<file path="src/design/apb_subsystem_pkg.sv">
// ========================================
// Shared widths, bus encodings, bridge states and GPIO register map
// Referenced by scoped name from the bridge and the GPIO blocks
// ========================================
package apb_subsystem_pkg;

  localparam int ADDR_WIDTH = 32;  // AHB and APB address
  localparam int DATA_WIDTH = 32;  // AHB and APB data

  // GPIO window, anything else is unmapped
  localparam logic [ADDR_WIDTH-1:0] GPIO_BASE = 32'h0000_0000;
  localparam logic [ADDR_WIDTH-1:0] GPIO_SPAN = 32'h0000_1000;  // 4 KB

  // AHB transfer type
  typedef enum logic [1:0] {
    IDLE   = 2'b00,
    BUSY   = 2'b01,
    NONSEQ = 2'b10,
    SEQ    = 2'b11
  } htrans_e;

  // AHB-Lite response, RETRY/SPLIT not used
  typedef enum logic {
    OKAY  = 1'b0,
    ERROR = 1'b1
  } hresp_e;

  typedef enum logic [2:0] {
    ST_IDLE, ST_WDATA, ST_SETUP, ST_ACCESS, ST_ERR1, ST_ERR2
  } bridge_state_e;

  // GPIO word offsets
  typedef enum logic [7:0] {
    REG_DATA_OUT = 8'h00,
    REG_DIR      = 8'h04,  // 1 = output
    REG_DATA_IN  = 8'h08,  // Read only
    REG_INT_EN   = 8'h0C,
    REG_INT_STAT = 8'h10   // Write one to clear
  } gpio_reg_e;

endpackage

</file>
<file path="src/design/ahb2apb_bridge.sv">
`timescale 1ns/1ns
// ========================================
// AHB-Lite slave bridging single transfers onto APB
// One setup plus one access cycle per transfer, two-cycle ERROR when unmapped
// ========================================
module ahb2apb_bridge (
  input  logic                                    i_hclk,
  input  logic                                    i_hresetn,
  // AHB slave side
  input  logic                                    i_hsel,
  input  logic [apb_subsystem_pkg::ADDR_WIDTH-1:0] i_haddr,
  input  logic [1:0]                              i_htrans,
  input  logic                                    i_hwrite,
  input  logic [apb_subsystem_pkg::DATA_WIDTH-1:0] i_hwdata,
  input  logic                                    i_hready_in,
  output logic [apb_subsystem_pkg::DATA_WIDTH-1:0] o_hrdata,
  output logic                                    o_hready,
  output logic                                    o_hresp,
  // APB master side
  output logic [apb_subsystem_pkg::ADDR_WIDTH-1:0] o_paddr,
  output logic                                    o_psel,
  output logic                                    o_penable,
  output logic                                    o_pwrite,
  output logic [apb_subsystem_pkg::DATA_WIDTH-1:0] o_pwdata,
  input  logic [apb_subsystem_pkg::DATA_WIDTH-1:0] i_prdata
);

  apb_subsystem_pkg::bridge_state_e state_q, state_d;

  logic [apb_subsystem_pkg::ADDR_WIDTH-1:0] addr_q;   // Latched address phase
  logic [apb_subsystem_pkg::DATA_WIDTH-1:0] wdata_q;  // Captured write data
  logic                                     write_q;
  logic                                     xfer_req;
  logic                                     accept;
  logic                                     mapped;

  // ========================================
  // Address phase decode
  // ========================================
  // SEQ handled like NONSEQ
  assign xfer_req = i_hsel && i_hready_in &&
                    (i_htrans == apb_subsystem_pkg::NONSEQ ||
                     i_htrans == apb_subsystem_pkg::SEQ);
  assign accept   = xfer_req && o_hready;  // Only when previous data phase ends

  // Offset compare, wraps cleanly below base
  assign mapped = (i_haddr - apb_subsystem_pkg::GPIO_BASE) < apb_subsystem_pkg::GPIO_SPAN;

  // ========================================
  // FSM
  // ========================================
  always_comb begin
    state_d = state_q;
    case (state_q)
      apb_subsystem_pkg::ST_WDATA:  state_d = apb_subsystem_pkg::ST_SETUP;
      apb_subsystem_pkg::ST_SETUP:  state_d = apb_subsystem_pkg::ST_ACCESS;
      apb_subsystem_pkg::ST_ERR1:   state_d = apb_subsystem_pkg::ST_ERR2;
      default: begin  // IDLE, ACCESS, ERR2 can take a new transfer
        if (!accept) begin
          state_d = apb_subsystem_pkg::ST_IDLE;
        end else if (!mapped) begin
          state_d = apb_subsystem_pkg::ST_ERR1;
        end else if (i_hwrite) begin
          state_d = apb_subsystem_pkg::ST_WDATA;  // Wait for hwdata
        end else begin
          state_d = apb_subsystem_pkg::ST_SETUP;
        end
      end
    endcase
  end

  always_ff @(posedge i_hclk) begin
    if (!i_hresetn) begin
      state_q <= apb_subsystem_pkg::ST_IDLE;
      write_q <= 1'b0;
    end else begin
      state_q <= state_d;
      if (accept) begin
        write_q <= i_hwrite;
      end
    end
  end

  always_ff @(posedge i_hclk) begin
    if (accept) begin
      addr_q <= i_haddr;
    end
    if (state_q == apb_subsystem_pkg::ST_WDATA) begin
      wdata_q <= i_hwdata;  // First data-phase cycle
    end
  end

  // ========================================
  // Bus outputs
  // ========================================
  assign o_hready  = (state_q == apb_subsystem_pkg::ST_IDLE)   ||
                     (state_q == apb_subsystem_pkg::ST_ACCESS) ||
                     (state_q == apb_subsystem_pkg::ST_ERR2);
  assign o_hresp   = ((state_q == apb_subsystem_pkg::ST_ERR1) ||
                      (state_q == apb_subsystem_pkg::ST_ERR2)) ?
                     apb_subsystem_pkg::ERROR : apb_subsystem_pkg::OKAY;
  assign o_psel    = (state_q == apb_subsystem_pkg::ST_SETUP) ||
                     (state_q == apb_subsystem_pkg::ST_ACCESS);
  assign o_penable = (state_q == apb_subsystem_pkg::ST_ACCESS);
  assign o_paddr   = addr_q;
  assign o_pwrite  = write_q;
  assign o_pwdata  = wdata_q;
  // Read data straight through on the access cycle
  assign o_hrdata  = (o_penable && !write_q) ? i_prdata : '0;

  // Access phase always preceded by a setup cycle
  a_access_after_setup: assert property (@(posedge i_hclk) disable iff (!i_hresetn)
    o_penable |-> $past(o_psel && !o_penable))
    else $error("APB access without setup");

  // Two-cycle ERROR response
  a_error_two_cycle: assert property (@(posedge i_hclk) disable iff (!i_hresetn)
    (o_hresp == apb_subsystem_pkg::ERROR && !o_hready) |=>
    (o_hresp == apb_subsystem_pkg::ERROR && o_hready))
    else $error("ERROR response not completed");

endmodule

</file>
<file path="src/design/gpio_regs.sv">
`timescale 1ns/1ns
// ========================================
// APB register file of the GPIO block
// Output, direction, interrupt enable and W1C interrupt status
// ========================================
module gpio_regs #(
  parameter int GPIO_WIDTH = 16
) (
  input  logic                                    i_pclk,
  input  logic                                    i_presetn,
  input  logic [apb_subsystem_pkg::ADDR_WIDTH-1:0] i_paddr,
  input  logic                                    i_psel,
  input  logic                                    i_penable,
  input  logic                                    i_pwrite,
  input  logic [apb_subsystem_pkg::DATA_WIDTH-1:0] i_pwdata,
  output logic [apb_subsystem_pkg::DATA_WIDTH-1:0] o_prdata,
  output logic [GPIO_WIDTH-1:0]                   o_data_out,
  output logic [GPIO_WIDTH-1:0]                   o_dir,
  input  logic [GPIO_WIDTH-1:0]                   i_data_in,   // Synchronized pins
  input  logic [GPIO_WIDTH-1:0]                   i_rise,      // Per-pin edge pulse
  output logic                                    o_gpio_irq
);

  // Top bit of the in-window offset
  localparam int OFF_MSB = $clog2(apb_subsystem_pkg::GPIO_SPAN) - 1;

  logic [GPIO_WIDTH-1:0] data_out_q;
  logic [GPIO_WIDTH-1:0] dir_q;
  logic [GPIO_WIDTH-1:0] int_en_q;
  logic [GPIO_WIDTH-1:0] int_stat_q;
  logic [GPIO_WIDTH-1:0] wdata;
  logic [GPIO_WIDTH-1:0] stat_clr;
  logic [7:0]            reg_off;
  logic                  reg_hit;
  logic                  wr_en;

  assign reg_off  = i_paddr[7:0];
  assign reg_hit  = (i_paddr[OFF_MSB:8] == '0);  // No aliasing above 0xFF
  assign wr_en    = i_psel && i_penable && i_pwrite && reg_hit;  // Access cycle
  assign wdata    = i_pwdata[GPIO_WIDTH-1:0];
  assign stat_clr = (wr_en && reg_off == apb_subsystem_pkg::REG_INT_STAT) ? wdata : '0;

  always_ff @(posedge i_pclk) begin
    if (!i_presetn) begin
      data_out_q <= '0;
      dir_q      <= '0;
      int_en_q   <= '0;
      int_stat_q <= '0;
    end else begin
      if (wr_en) begin
        case (reg_off)
          apb_subsystem_pkg::REG_DATA_OUT: data_out_q <= wdata;
          apb_subsystem_pkg::REG_DIR:      dir_q      <= wdata;
          apb_subsystem_pkg::REG_INT_EN:   int_en_q   <= wdata;
          default: ;  // DATA_IN read only and INT_STAT below
        endcase
      end
      // Set beats clear in the same cycle
      int_stat_q <= (int_stat_q & ~stat_clr) | (i_rise & int_en_q);
    end
  end

  // Read mux with unused offsets at zero
  always_comb begin
    o_prdata = '0;
    if (reg_hit) begin
      case (reg_off)
        apb_subsystem_pkg::REG_DATA_OUT: o_prdata[GPIO_WIDTH-1:0] = data_out_q;
        apb_subsystem_pkg::REG_DIR:      o_prdata[GPIO_WIDTH-1:0] = dir_q;
        apb_subsystem_pkg::REG_DATA_IN:  o_prdata[GPIO_WIDTH-1:0] = i_data_in;
        apb_subsystem_pkg::REG_INT_EN:   o_prdata[GPIO_WIDTH-1:0] = int_en_q;
        apb_subsystem_pkg::REG_INT_STAT: o_prdata[GPIO_WIDTH-1:0] = int_stat_q;
        default: ;
      endcase
    end
  end

  assign o_data_out = data_out_q;
  assign o_dir      = dir_q;
  assign o_gpio_irq = |int_stat_q;  // Any pending status

  // Write to the input register leaves every register alone and clears no status
  a_data_in_read_only: assert property (@(posedge i_pclk) disable iff (!i_presetn)
    (wr_en && reg_off == apb_subsystem_pkg::REG_DATA_IN) |=>
    ($stable(data_out_q) && $stable(dir_q) && $stable(int_en_q) &&
     (($past(int_stat_q) & ~int_stat_q) == '0)))
    else $error("Write to DATA_IN changed register state");

endmodule

</file>
<file path="src/design/gpio_core.sv">
`timescale 1ns/1ns
// ========================================
// GPIO pin logic, two-flop input sync and rising-edge detect
// Drives pins and active-low output enables from the register file
// ========================================
module gpio_core #(
  parameter int GPIO_WIDTH = 16
) (
  input  logic                  i_clk,
  input  logic                  i_resetn,
  input  logic [GPIO_WIDTH-1:0] i_gpio_pin_in,    // Asynchronous pins
  input  logic [GPIO_WIDTH-1:0] i_data_out,
  input  logic [GPIO_WIDTH-1:0] i_dir,            // 1 = output
  output logic [GPIO_WIDTH-1:0] o_gpio_pin_out,
  output logic [GPIO_WIDTH-1:0] o_n_gpio_pin_oe,  // Active low
  output logic [GPIO_WIDTH-1:0] o_data_in,
  output logic [GPIO_WIDTH-1:0] o_rise
);

  logic [GPIO_WIDTH-1:0] sync1_q;  // Metastability stage
  logic [GPIO_WIDTH-1:0] sync2_q;  // Stable sample
  logic [GPIO_WIDTH-1:0] prev_q;   // Previous sample for edge detect

  // ========================================
  // Input path
  // ========================================
  always_ff @(posedge i_clk) begin
    if (!i_resetn) begin
      sync1_q <= '0;
      sync2_q <= '0;
      prev_q  <= '0;
    end else begin
      sync1_q <= i_gpio_pin_in;
      sync2_q <= sync1_q;
      prev_q  <= sync2_q;
    end
  end

  assign o_data_in = sync2_q;
  assign o_rise    = sync2_q & ~prev_q;  // One-cycle pulse per 0->1

  // Output path
  assign o_gpio_pin_out  = i_data_out;
  assign o_n_gpio_pin_oe = ~i_dir;  // Inputs after reset

endmodule

</file>
<file path="src/design/apb_subsystem.sv">
`timescale 1ns/1ns
// ========================================
// Peripheral subsystem top, AHB-to-APB bridge feeding one GPIO block
// ========================================
module apb_subsystem #(
  parameter int GPIO_WIDTH = 16  // 1 to 32 pins
) (
  input  logic                                    tb_hclk22,
  input  logic                                    hresetn22,
  // AHB-Lite slave port
  input  logic                                    i_hsel,
  input  logic [apb_subsystem_pkg::ADDR_WIDTH-1:0] i_haddr,
  input  logic [1:0]                              i_htrans,
  input  logic                                    i_hwrite,
  input  logic [apb_subsystem_pkg::DATA_WIDTH-1:0] i_hwdata,
  input  logic                                    i_hready_in,
  output logic [apb_subsystem_pkg::DATA_WIDTH-1:0] o_hrdata,
  output logic                                    o_hready,
  output logic                                    o_hresp,
  // GPIO pins
  input  logic [GPIO_WIDTH-1:0]                   i_gpio_pin_in,
  output logic [GPIO_WIDTH-1:0]                   o_gpio_pin_out,
  output logic [GPIO_WIDTH-1:0]                   o_n_gpio_pin_oe,
  output logic                                    o_gpio_irq
);

  // ========================================
  // Internal APB and GPIO nets
  // ========================================
  logic [apb_subsystem_pkg::ADDR_WIDTH-1:0] paddr;
  logic                                     psel;
  logic                                     penable;
  logic                                     pwrite;
  logic [apb_subsystem_pkg::DATA_WIDTH-1:0] pwdata;
  logic [apb_subsystem_pkg::DATA_WIDTH-1:0] prdata;
  logic [GPIO_WIDTH-1:0]                    data_out;
  logic [GPIO_WIDTH-1:0]                    dir;
  logic [GPIO_WIDTH-1:0]                    data_in;  // Synchronized
  logic [GPIO_WIDTH-1:0]                    rise;

  ahb2apb_bridge i_ahb2apb (
    .i_hclk(tb_hclk22), .i_hresetn(hresetn22),
    .i_hsel(i_hsel), .i_haddr(i_haddr), .i_htrans(i_htrans),
    .i_hwrite(i_hwrite), .i_hwdata(i_hwdata), .i_hready_in(i_hready_in),
    .o_hrdata(o_hrdata), .o_hready(o_hready), .o_hresp(o_hresp),
    .o_paddr(paddr), .o_psel(psel), .o_penable(penable),
    .o_pwrite(pwrite), .o_pwdata(pwdata), .i_prdata(prdata)
  );

  gpio_regs #(.GPIO_WIDTH(GPIO_WIDTH)) i_gpio_regs (
    .i_pclk(tb_hclk22), .i_presetn(hresetn22),  // Same clock as AHB
    .i_paddr(paddr), .i_psel(psel), .i_penable(penable),
    .i_pwrite(pwrite), .i_pwdata(pwdata), .o_prdata(prdata),
    .o_data_out(data_out), .o_dir(dir), .i_data_in(data_in), .i_rise(rise),
    .o_gpio_irq(o_gpio_irq)
  );

  gpio_core #(.GPIO_WIDTH(GPIO_WIDTH)) i_gpio_core (
    .i_clk(tb_hclk22), .i_resetn(hresetn22),
    .i_gpio_pin_in(i_gpio_pin_in), .i_data_out(data_out), .i_dir(dir),
    .o_gpio_pin_out(o_gpio_pin_out), .o_n_gpio_pin_oe(o_n_gpio_pin_oe),
    .o_data_in(data_in), .o_rise(rise)
  );

endmodule

</file>
<file path="config.mk">
export PLATFORM = sky130hd
export DESIGN_NAME = apb_subsystem
export DESIGN_NICKNAME = d
export VERILOG_FILES = /design/src/design/apb_subsystem_pkg.sv /design/src/design/ahb2apb_bridge.sv /design/src/design/gpio_regs.sv /design/src/design/gpio_core.sv /design/src/design/apb_subsystem.sv
export SDC_FILE = /design/constraint.sdc
export NUM_CORES = 1
export LEC_CHECK = 0
export BUFFER_PORTS_ARGS = -buffer_cell sky130_fd_sc_hd__buf_2
export CAP_MARGIN = 0
export CORE_MARGIN = 2
export CORE_UTILIZATION = 55
export CTS_CLUSTER_DIAMETER = 60
export DETAILED_ROUTE_END_ITERATION = 16
export PLACE_DENSITY = 0.8
export SLEW_MARGIN = 20
export SYNTH_ARGS = -nofsm -noshare
export SYNTH_HDL_FRONTEND = slang
export SYNTH_SLANG_ARGS = --single-unit
export TNS_END_PERCENT = 100
</file>
<file path="constraint.sdc">
create_clock -name tb_hclk22 -period 4.41 [get_ports tb_hclk22]
set_input_delay 0.441 -clock tb_hclk22 [delete_from_list [all_inputs] [get_ports tb_hclk22]]
set_output_delay 0.441 -clock tb_hclk22 [all_outputs]
set_load 0.005 [all_outputs]
</file>
# Word-level counts from Yosys, hierarchy flattened
# Cells that the tools add are included.
# op_classes
magnitude_cmp	1
n_eq_ne	11
n_mux	9
bitwise	7
reduce_logical	21
# op_table
op	n
16-bit one-hot mux with 5 select lines	1
16-bit AND	3
16-bit 2-to-1 mux	3
16-bit inverter	3
32-bit by 13-bit < comparator with 1-bit output, second input constant	1
8-bit by 4-bit == test with 1-bit output, second input constant	2
16-bit OR	1
16-bit OR reduction	1
3-bit one-hot mux with 3 select lines	1
8-bit by 3-bit == test with 1-bit output, second input constant	1
8-bit by 5-bit == test with 1-bit output, second input constant	1
1-bit logical AND	8
8-bit logical NOT	1
3-bit by 2-bit == test with 1-bit output, second input constant	2
3-bit == test, second input constant	2
3-bit 2-to-1 mux	2
2-bit AND reduction	3
1-bit logical OR	5
2-bit == test, second input constant	2
4-bit logical NOT	1
3-bit by 1-bit == test with 1-bit output, second input constant	1
3-bit logical NOT	1
2-bit 2-to-1 mux	1
1-bit logical NOT	1
1-bit 2-to-1 mux	1
# word_totals
ff_bits	144

# Logic depth before layout (Yosys ltp)
# Gate-level depths: netlist of run 1.
# depth
ltp_word	10
mapped_depth	7
ltp_nobuf	5

# Hierarchy
# A second synthesis of run 1 with hierarchy kept.
# unflattened
hier_cells	657
area_unflattened_um2	7283.2
# by_module_without_submodules
mod	n_inst	cells_each	area_per_inst_um2	seq_area_each_um2
gpio_regs	1	370	3236.9	1281.2
ahb2apb_bridge	1	138	2461.1	2001.9
gpio_core	1	149	1585.3	960.9

# Worst setup path before layout of run 1
# Ideal clock, no wire load.
# synth_timing
path_kind	flip-flop to output port
from	register i_ahb2apb.addr_q, in the netlist i_ahb2apb.o_paddr[2]
to	output port o_hrdata[10] (netlist name)
t_arrival_ps	1663
t_required_ps	3969
slack_ps	2306
stages_incl_launch_ff	7
n_path_buf	2
cell_sequence	edfxtp_1 -> buf_4 -> clkbuf_1 -> mux2_2 -> a22o_1 -> a222oi_1 -> nor2_1
# synth_between
elab_chain_cells	4
word_cells_on_any_way	8
classes_between	eq/ne (4); mux (3); reduce/logical (1)
# synth_rtl
element	line_no	source
start, declared	ahb2apb_bridge.sv:30	logic [apb_subsystem_pkg::ADDR_WIDTH-1:0] addr_q;
start signal, assigned	ahb2apb_bridge.sv:86	addr_q <= i_haddr;
8-bit by 5-bit == test with 1-bit output (tied with other cells)	gpio_regs.sv:67	case (reg_off)
16-bit one-hot mux with 5 select lines (*)	gpio_regs.sv:67	
16-bit 2-to-1 mux (*)	gpio_regs.sv:66	if (reg_hit) begin
16-bit 2-to-1 mux (*)	ahb2apb_bridge.sv:109	assign o_hrdata = (o_penable && !write_q) ? i_prdata : '0;
end, declared	apb_subsystem.sv:17	output logic [apb_subsystem_pkg::DATA_WIDTH-1:0] o_hrdata,
# Every way passes the cells marked *; elsewhere a longest branch is shown, timed or not.

# Worst setup path after layout of run 1
# layout_timing
from	register i_ahb2apb.addr_q, in the netlist i_ahb2apb.o_paddr[2]
to	output port o_hrdata[6] (netlist name)
# Same word-level chain as after synthesis.

==> results.sh, run 1 <==
export IMPL_ios=154
export IMPL_r2r_cells=4
export IMPL_comb_power_share_pct=3.7
export IMPL_ys_flop_type="dfxtp_1"
export IMPL_synthTopCellsByArea="dfxtp_1 (40%), edfxtp_1 (14%), mux2i_1 (8.2%), and2_1 (5.4%), nand2_1 (4.6%)"
export IMPL_cts_htree_levels=4
export IMPL_dieWidth_microns=107
export IMPL_cts_tree="built"
export IMPL_nFillCells=777
export IMPL_die_area_sq_um=11500
export IMPL_seqPwrFrac_pct=44.9
export IMPL_fin_nets=745
export IMPL_grtUsageTotal_pct=24.7
export IMPL_use_met2_pct=38.5
export IMPL_drive_above_1_share_pct=27.0
export IMPL_async_reset_ff_share_pct=0
export IMPL_power_leakage_nw=2.82
export IMPL_antenna_found_initial=0
export IMPL_ir_drop_uv=305
export IMPL_period_minus_slack_ps=3430
export IMPL_pwr_share_clk_pct=51.4
export IMPL_grt_max_degree=76
export IMPL_vias=4462
export IMPL_n_antenna_cell=0
export IMPL_synth_seq_cells=144
export IMPL_critPathKind="flop to primary output"
export IMPL_intPower_w=0.00248
export IMPL_synth_edff_count=28
export IMPL_cp_data_required_time_ps=3970
export IMPL_clock_latency_ps=520
export IMPL_first_pass_iters=6
export IMPL_overflow=0
export IMPL_synth_cell_types=44
export IMPL_arrival_ps=2990
export IMPL_initial_utilization_pct=56.5
export IMPL_synth_top_area_share_pct=39.8
export IMPL_cts_path_max_buffers=2
export IMPL_rows=37
export IMPL_postCtsHoldBufs=0
export IMPL_switching_share_pct=20.3
export IMPL_cp_max_fo=19
export IMPL_path_clk_slew_ps=60
export IMPL_ys_warn_count=0
export IMPL_setup_tns_ps=0
export IMPL_top_usage_layer="met2"
export IMPL_root_buffer="clkbuf_8"
export IMPL_finalWirelength_microns=13900
export IMPL_wl_per_cell_microns=17.2
export IMPL_grt_util_met3_pct=7.17
export IMPL_vias_per_cell=5.53
export IMPL_cts_sinks=144
export IMPL_core_area_sq_um=10300
export IMPL_slew_headroom_pct=27.3
export IMPL_worst_pin_slew_ps=1090
export IMPL_final_core_util_pct=68.8
export IMPL_finalHoldViolCount=0
export IMPL_end_kind="primary output"
export IMPL_cp_slowest_cell="edfxtp_1"
export IMPL_yosysSeqAreaShare_pct=54.2
export IMPL_slowest_delay_ps=750
export IMPL_hold_path_class="input pin to flop"
export IMPL_areaGrowthSynthToFinish_pct=21.6
export IMPL_startpoint_type="flop"
export IMPL_cts_repair_resized=0
export IMPL_synth_area_per_cell_sq_um=10.6
export IMPL_detail_route_antenna_nets=0
export IMPL_die_y_microns=107
export IMPL_p_switching_w=0.000631
export IMPL_fmax_mhz=292
export IMPL_outcome="finished, final reports clean"
export IMPL_cts_buffers_inserted=17
export IMPL_cap_violations=0
export IMPL_drt_initial_drc_count=379
export IMPL_hold_depth=1
export IMPL_io_buffers=120
export IMPL_met1_usage_pct=32.4
export IMPL_post_cts_buffers=0
export IMPL_timing_final_crit_share_pct=77.8
export IMPL_synth_area_leader_cell="dfxtp_1"
export IMPL_grt_pass1_wl_microns=21600
export IMPL_crit_path_cell_trace="nor4_2, and3_1, a222oi_1, nor2_1, buf_2"
export IMPL_rsz0062_at_grt="false"
export IMPL_slew_violations=0
export IMPL_synthCells=550
export IMPL_dp_hpwl_microns=9480
export IMPL_setup_viol=0
export IMPL_netlist_area_sq_um=5840
export IMPL_gp_congestion=0.878
export IMPL_fin_skew_ps=7.63
export IMPL_power_density_nw_per_um2=438
export IMPL_grt_pass1_vias=4282
export IMPL_post_route_drc_count=0
[cell usage after synthesis, types with 2 or more instances]
cell / n
a222oi_1: 15
nor4_2: 2
buf_6: 3
inv_1: 33
nor4_1: 8
mux2i_1: 48
buf_2: 7
and2_1: 50
o31ai_1: 17
clkbuf_1: 19
buf_1: 3
mux2_2: 15
nor2_2: 2
nor2_1: 17
nand3_1: 3
a21oi_1: 17
edfxtp_1: 28
dfxtp_1: 116
nand3b_1: 18
and3_1: 2
nand2_1: 71
nor2b_1: 4
buf_4: 17
a22o_1: 15
[logic make-up (layout without fill, tap and decap cells)]
| kind of cell | after synthesis | count (layout) | share of synthesized area [%] |
|---|---|---|---|
| muxes | 64 | 64 | 11.5 |
| AOI/OAI and AO/OA | 69 | 69 | 9.31 |
| other | 1 | 16 | 0.0643 |
| and+or+nand+nor | 187 | 187 | 17.6 |
| buffers and inverters | 83 | 189 | 6.97 |
| xor gates and xnor gates | 2 | 2 | 0.300 |
| DFF | 144 | 144 | 54.2 |
[state kept, by name (all words and copies together), names as in the netlist]
name,count
i_gpio_regs.o_dir,16
i_gpio_regs.int_en_q,16
i_gpio_core.o_data_in,16
i_ahb2apb.o_pwdata,16
i_ahb2apb.o_paddr,12
i_gpio_core.sync1_q,16
i_gpio_regs.o_data_out,16
i_ahb2apb.o_pwrite,1
i_gpio_core.prev_q,16
i_ahb2apb.state_q,3
i_gpio_regs.int_stat_q,16
[power by group through the flow]
| stage | logic, W | clock network, W | registers, W |
|---|---|---|---|
| after detailed placement | 0.000113 | 0 | 0.00143 |
| after floorplan | 0.0000795 | 0 | 0.00141 |
| after global placement | 0.000108 | 0 | 0.00142 |
| final | 0.000114 | 0.00160 | 0.00140 |
| after global routing | 0.000126 | 0.00168 | 0.00140 |
| after CTS | 0.000114 | 0.00162 | 0.00140 |
[cell usage in the layout, fill, tap and decap left out, drive strengths merged, types with 16 or more instances in the layout]
cell type  count
dfxtp        116
buf          123
inv           34
conb          16
clkbuf        21
mux2i         48
o31ai         17
edfxtp        28
nor2          19
and2          50
nand3b        18
nand2         71
a21oi         17
[worst max-delay path: cells and delay by family, from the launching register on]
kind                   cells  cell delay, ps
AOI/OAI and AO/OA          1             270
and+or+nand+nor            3            1300
DFF                        1             750
buffers and inverters      1             150
[layer usage]
layer / wire length (microns) / vias to the layer above
met5: 0 / -
met4: 257 / 0
met3: 1240 / 23
met2: 6420 / 258
met1: 5970 / 2085
li1: - / 2096
[worst paths after layout]
kind / from / end / slack [ps]
worst min register to register: i_gpio_core.sync1_q[10]$_SDFF_PN0_ / i_gpio_core.o_data_in[10]$_SDFF_PN0_ / 430
worst max-delay path: i_ahb2apb.o_paddr[2]$_DFFE_PP_ / o_hrdata[6] / 980
worst max register to register: i_ahb2apb.o_paddr[2]$_DFFE_PP_ / i_gpio_regs.int_stat_q[15]$_SDFF_PN0_ / 1630
worst min-delay path: i_haddr[1] / i_ahb2apb.o_paddr[1]$_DFFE_PP_ / 100
[through the flow]
step	std cells	total power (W)	area, sq um	hold WS [ps]	setup WS [ps]
5_1_grt	807	0.00321	7100	69.2	784
4_1_cts	807	0.00313	7090	70.8	1030
3_3_place_gp	775	0.00153	6410	419	1650
2_1_floorplan	565	0.00149	5890	412	2310
3_5_place_dp	775	0.00154	6410	422	1610
6_report	807	0.00311	7100	96.3	980
[area by class of cell]
cell class	count	area (sq um)	share of cell area (%)
Inverter	34	128	1.80
Clock inverter	11	168	2.36
Multi-Input combinational cell	338	2330	32.9
Clock buffer	21	514	7.24
Sequential cell	144	3160	44.6
Tap cell	136	170	2.40
Timing Repair Buffer	123	623	8.78
Note: power is estimated with default switching activity, not from simulation.
==> inputs of run 2 (changes only) <==
--- a/config.mk
+++ b/config.mk
@@ -8,10 +8,10 @@
 export BUFFER_PORTS_ARGS = -buffer_cell sky130_fd_sc_hd__buf_2
 export CAP_MARGIN = 0
 export CORE_MARGIN = 2
-export CORE_UTILIZATION = 55
+export CORE_UTILIZATION = 47
 export CTS_CLUSTER_DIAMETER = 60
 export DETAILED_ROUTE_END_ITERATION = 16
-export PLACE_DENSITY = 0.8
+export PLACE_DENSITY = 0.72
 export SLEW_MARGIN = 20
 export SYNTH_ARGS = -nofsm -noshare
 export SYNTH_HDL_FRONTEND = slang
==> constraint.sdc (replaced) <==
create_clock -name tb_hclk22 -period 3.15 [get_ports tb_hclk22]
set_input_delay 0.315 -clock tb_hclk22 [delete_from_list [all_inputs] [get_ports tb_hclk22]]
set_output_delay 0.315 -clock tb_hclk22 [all_outputs]
set_load 0.005 [all_outputs]
==> results.sh, run 2 (synthesis gave the netlist of run 1 again) <==
export IMPL_dp_hpwl_microns=9810
export IMPL_critPathKind="flop to primary output"
export IMPL_detail_route_antenna_nets=0
export IMPL_hold_path_class="input pin to flop"
export IMPL_drt_initial_drc_count=457
export IMPL_vias=4462
export IMPL_startpoint_type="flop"
export IMPL_fin_skew_ps=9.38
export IMPL_die_y_microns=115
export IMPL_wl_per_cell_microns=16.6
export IMPL_ir_drop_uv=348
export IMPL_post_cts_buffers=0
export IMPL_die_area_sq_um=13300
export IMPL_r2r_start="i_ahb2apb.o_paddr[2]$_DFFE_PP_"
export IMPL_finalHoldViolCount=0
export IMPL_outcome="finished, final reports clean"
export IMPL_hold_ws_ps=70.6
export IMPL_n_antenna_cell=0
export IMPL_grtUsageTotal_pct=21.4
export IMPL_arrival_ps=2640
export IMPL_period_minus_slack_ps=2960
export IMPL_clock_latency_ps=420
export IMPL_final_common_cell="buf_2"
export IMPL_first_pass_iters=6
export IMPL_cts_buffers_inserted=17
export IMPL_cts_repair_resized=0
export IMPL_rrSetupSlack_ps=640
export IMPL_dieWidth_microns=115
export IMPL_initial_utilization_pct=48.4
export IMPL_stdcell_count=846
export IMPL_overflow=0
export IMPL_r2r_cells=4
export IMPL_cp_max_fo=16
export IMPL_root_buffer="clkbuf_16"
export IMPL_grt_pass1_vias=4339
export IMPL_finalWirelength_microns=14000
export IMPL_cts_path_max_buffers=2
export IMPL_nFillCells=1004
export IMPL_setup_tns_ps=0
export IMPL_setup_viol=0
export IMPL_hold_start="i_haddr[6]"
export IMPL_grt_pass1_wl_microns=21700
export IMPL_cts_htree_levels=4
export IMPL_worst_pin_slew_ps=827
export IMPL_gp_congestion=0.816
export IMPL_grt_max_degree=50
export IMPL_path_clk_slew_ps=60
export IMPL_slew_headroom_pct=44.7
export IMPL_ios=154
export IMPL_antenna_found_initial=0
export IMPL_areaGrowthSynthToFinish_pct=21.4
export IMPL_worstHoldEndpoint="i_ahb2apb.o_paddr[6]$_DFFE_PP_"
export IMPL_cap_violations=0
export IMPL_cts_sinks=144
export IMPL_cp_slowest_cell="and3_1"
export IMPL_power_density_nw_per_um2=574
export IMPL_drive_above_1_share_pct=27.0
export IMPL_fin_nets=752
export IMPL_timing_final_crit_share_pct=93.9
export IMPL_seq_area_sq_um=3160
export IMPL_hold_depth=1
export IMPL_cts_tree="built"
export IMPL_fmax_mhz=338
export IMPL_postCtsHoldBufs=0
export IMPL_power_leakage_nw=2.81
export IMPL_rows=40
export IMPL_crit_path_cell_trace="nor4_2, and3_1, a222oi_1, nor2_1, buf_2"
export IMPL_cp_data_required_time_ps=2830
export IMPL_vias_per_cell=5.27
export IMPL_final_cell_mix="buf_2 (120), dfxtp_1 (116), nand2_1 (71)"
export IMPL_slowest_delay_ps=650
export IMPL_slew_violations=0
export IMPL_core_area_sq_um=12100
export IMPL_multiInputGateArea_sq_um=2320
export IMPL_rsz0062_at_grt="false"
export IMPL_dp_cells=814
export IMPL_end_kind="primary output"
export IMPL_r2r_end="i_gpio_regs.int_stat_q[12]$_SDFF_PN0_"
export IMPL_post_route_drc_count=0
export IMPL_io_buffers=120
run 2: layer usage:
metal	up-vias	track usage, %	part of all wire [%]
li1	2112	-	-
met2	246	32.8	45
met3	24	5.96	9.3
met5	-	0	0
met1	2080	29.0	44
met4	0	8.27	1.5
run 2: layout make-up:
type                       count  share of cell area [%]
sequential                   144                    44.7
multi-input combinational    338                    32.8
timing repair buffer         130                    9.54
clock buffer                  28                    7.60
tap                          168                    2.97
inverter                      34                    1.80
clock inverter                 4                   0.654
run 2: metrics by stage:
stage | setup slack (ps) | total power [W] | cell area, sq um | util [%]
2_1_floorplan | 1170 | 0.00209 | 5890 | -
3_3_place_gp | 696 | 0.00215 | 6500 | 53.9
3_5_place_dp | 694 | 0.00216 | 6500 | 53.9
4_1_cts | 182 | 0.00409 | 7080 | 58.7
5_1_grt | 35.0 | 0.00419 | 7080 | 58.7
6_report | 193 | 0.00406 | 7080 | 58.7
run 2: power breakdown:
part	internal [W]	total (W)	switching, W
Combinational	0.0000719	0.000166	0.0000938
Clock	0.00124	0.00194	0.000707
Sequential	0.00193	0.00195	0.0000269
run 2: critical path, delay by kind of cell, from the launching register on:
family	cells	cell delay, ps
buffers and inverters	1	120
AOI/OAI and AO/OA	1	280
DFF	1	570
and+or+nand+nor	3	1250
run 2: how the worst max path moves through the flow:
stage / startpoint / endpoint / slack (ps) / depth (start not counted)
final: i_ahb2apb.o_paddr[2]$_DFFE_PP_ / o_hrdata[13] / 190 / 5
after CTS: i_ahb2apb.o_paddr[2]$_DFFE_PP_ / o_hrdata[13] / 180 / 5
after global routing: i_ahb2apb.o_paddr[2]$_DFFE_PP_ / o_hrdata[5] / 30 / 5
after floorplan: i_ahb2apb.o_paddr[2]$_DFFE_PP_ / o_hrdata[10] / 1170 / 6
after detailed placement: i_ahb2apb.o_paddr[2]$_DFFE_PP_ / o_hrdata[0] / 690 / 5
after global placement: i_ahb2apb.o_paddr[2]$_DFFE_PP_ / o_hrdata[0] / 700 / 5
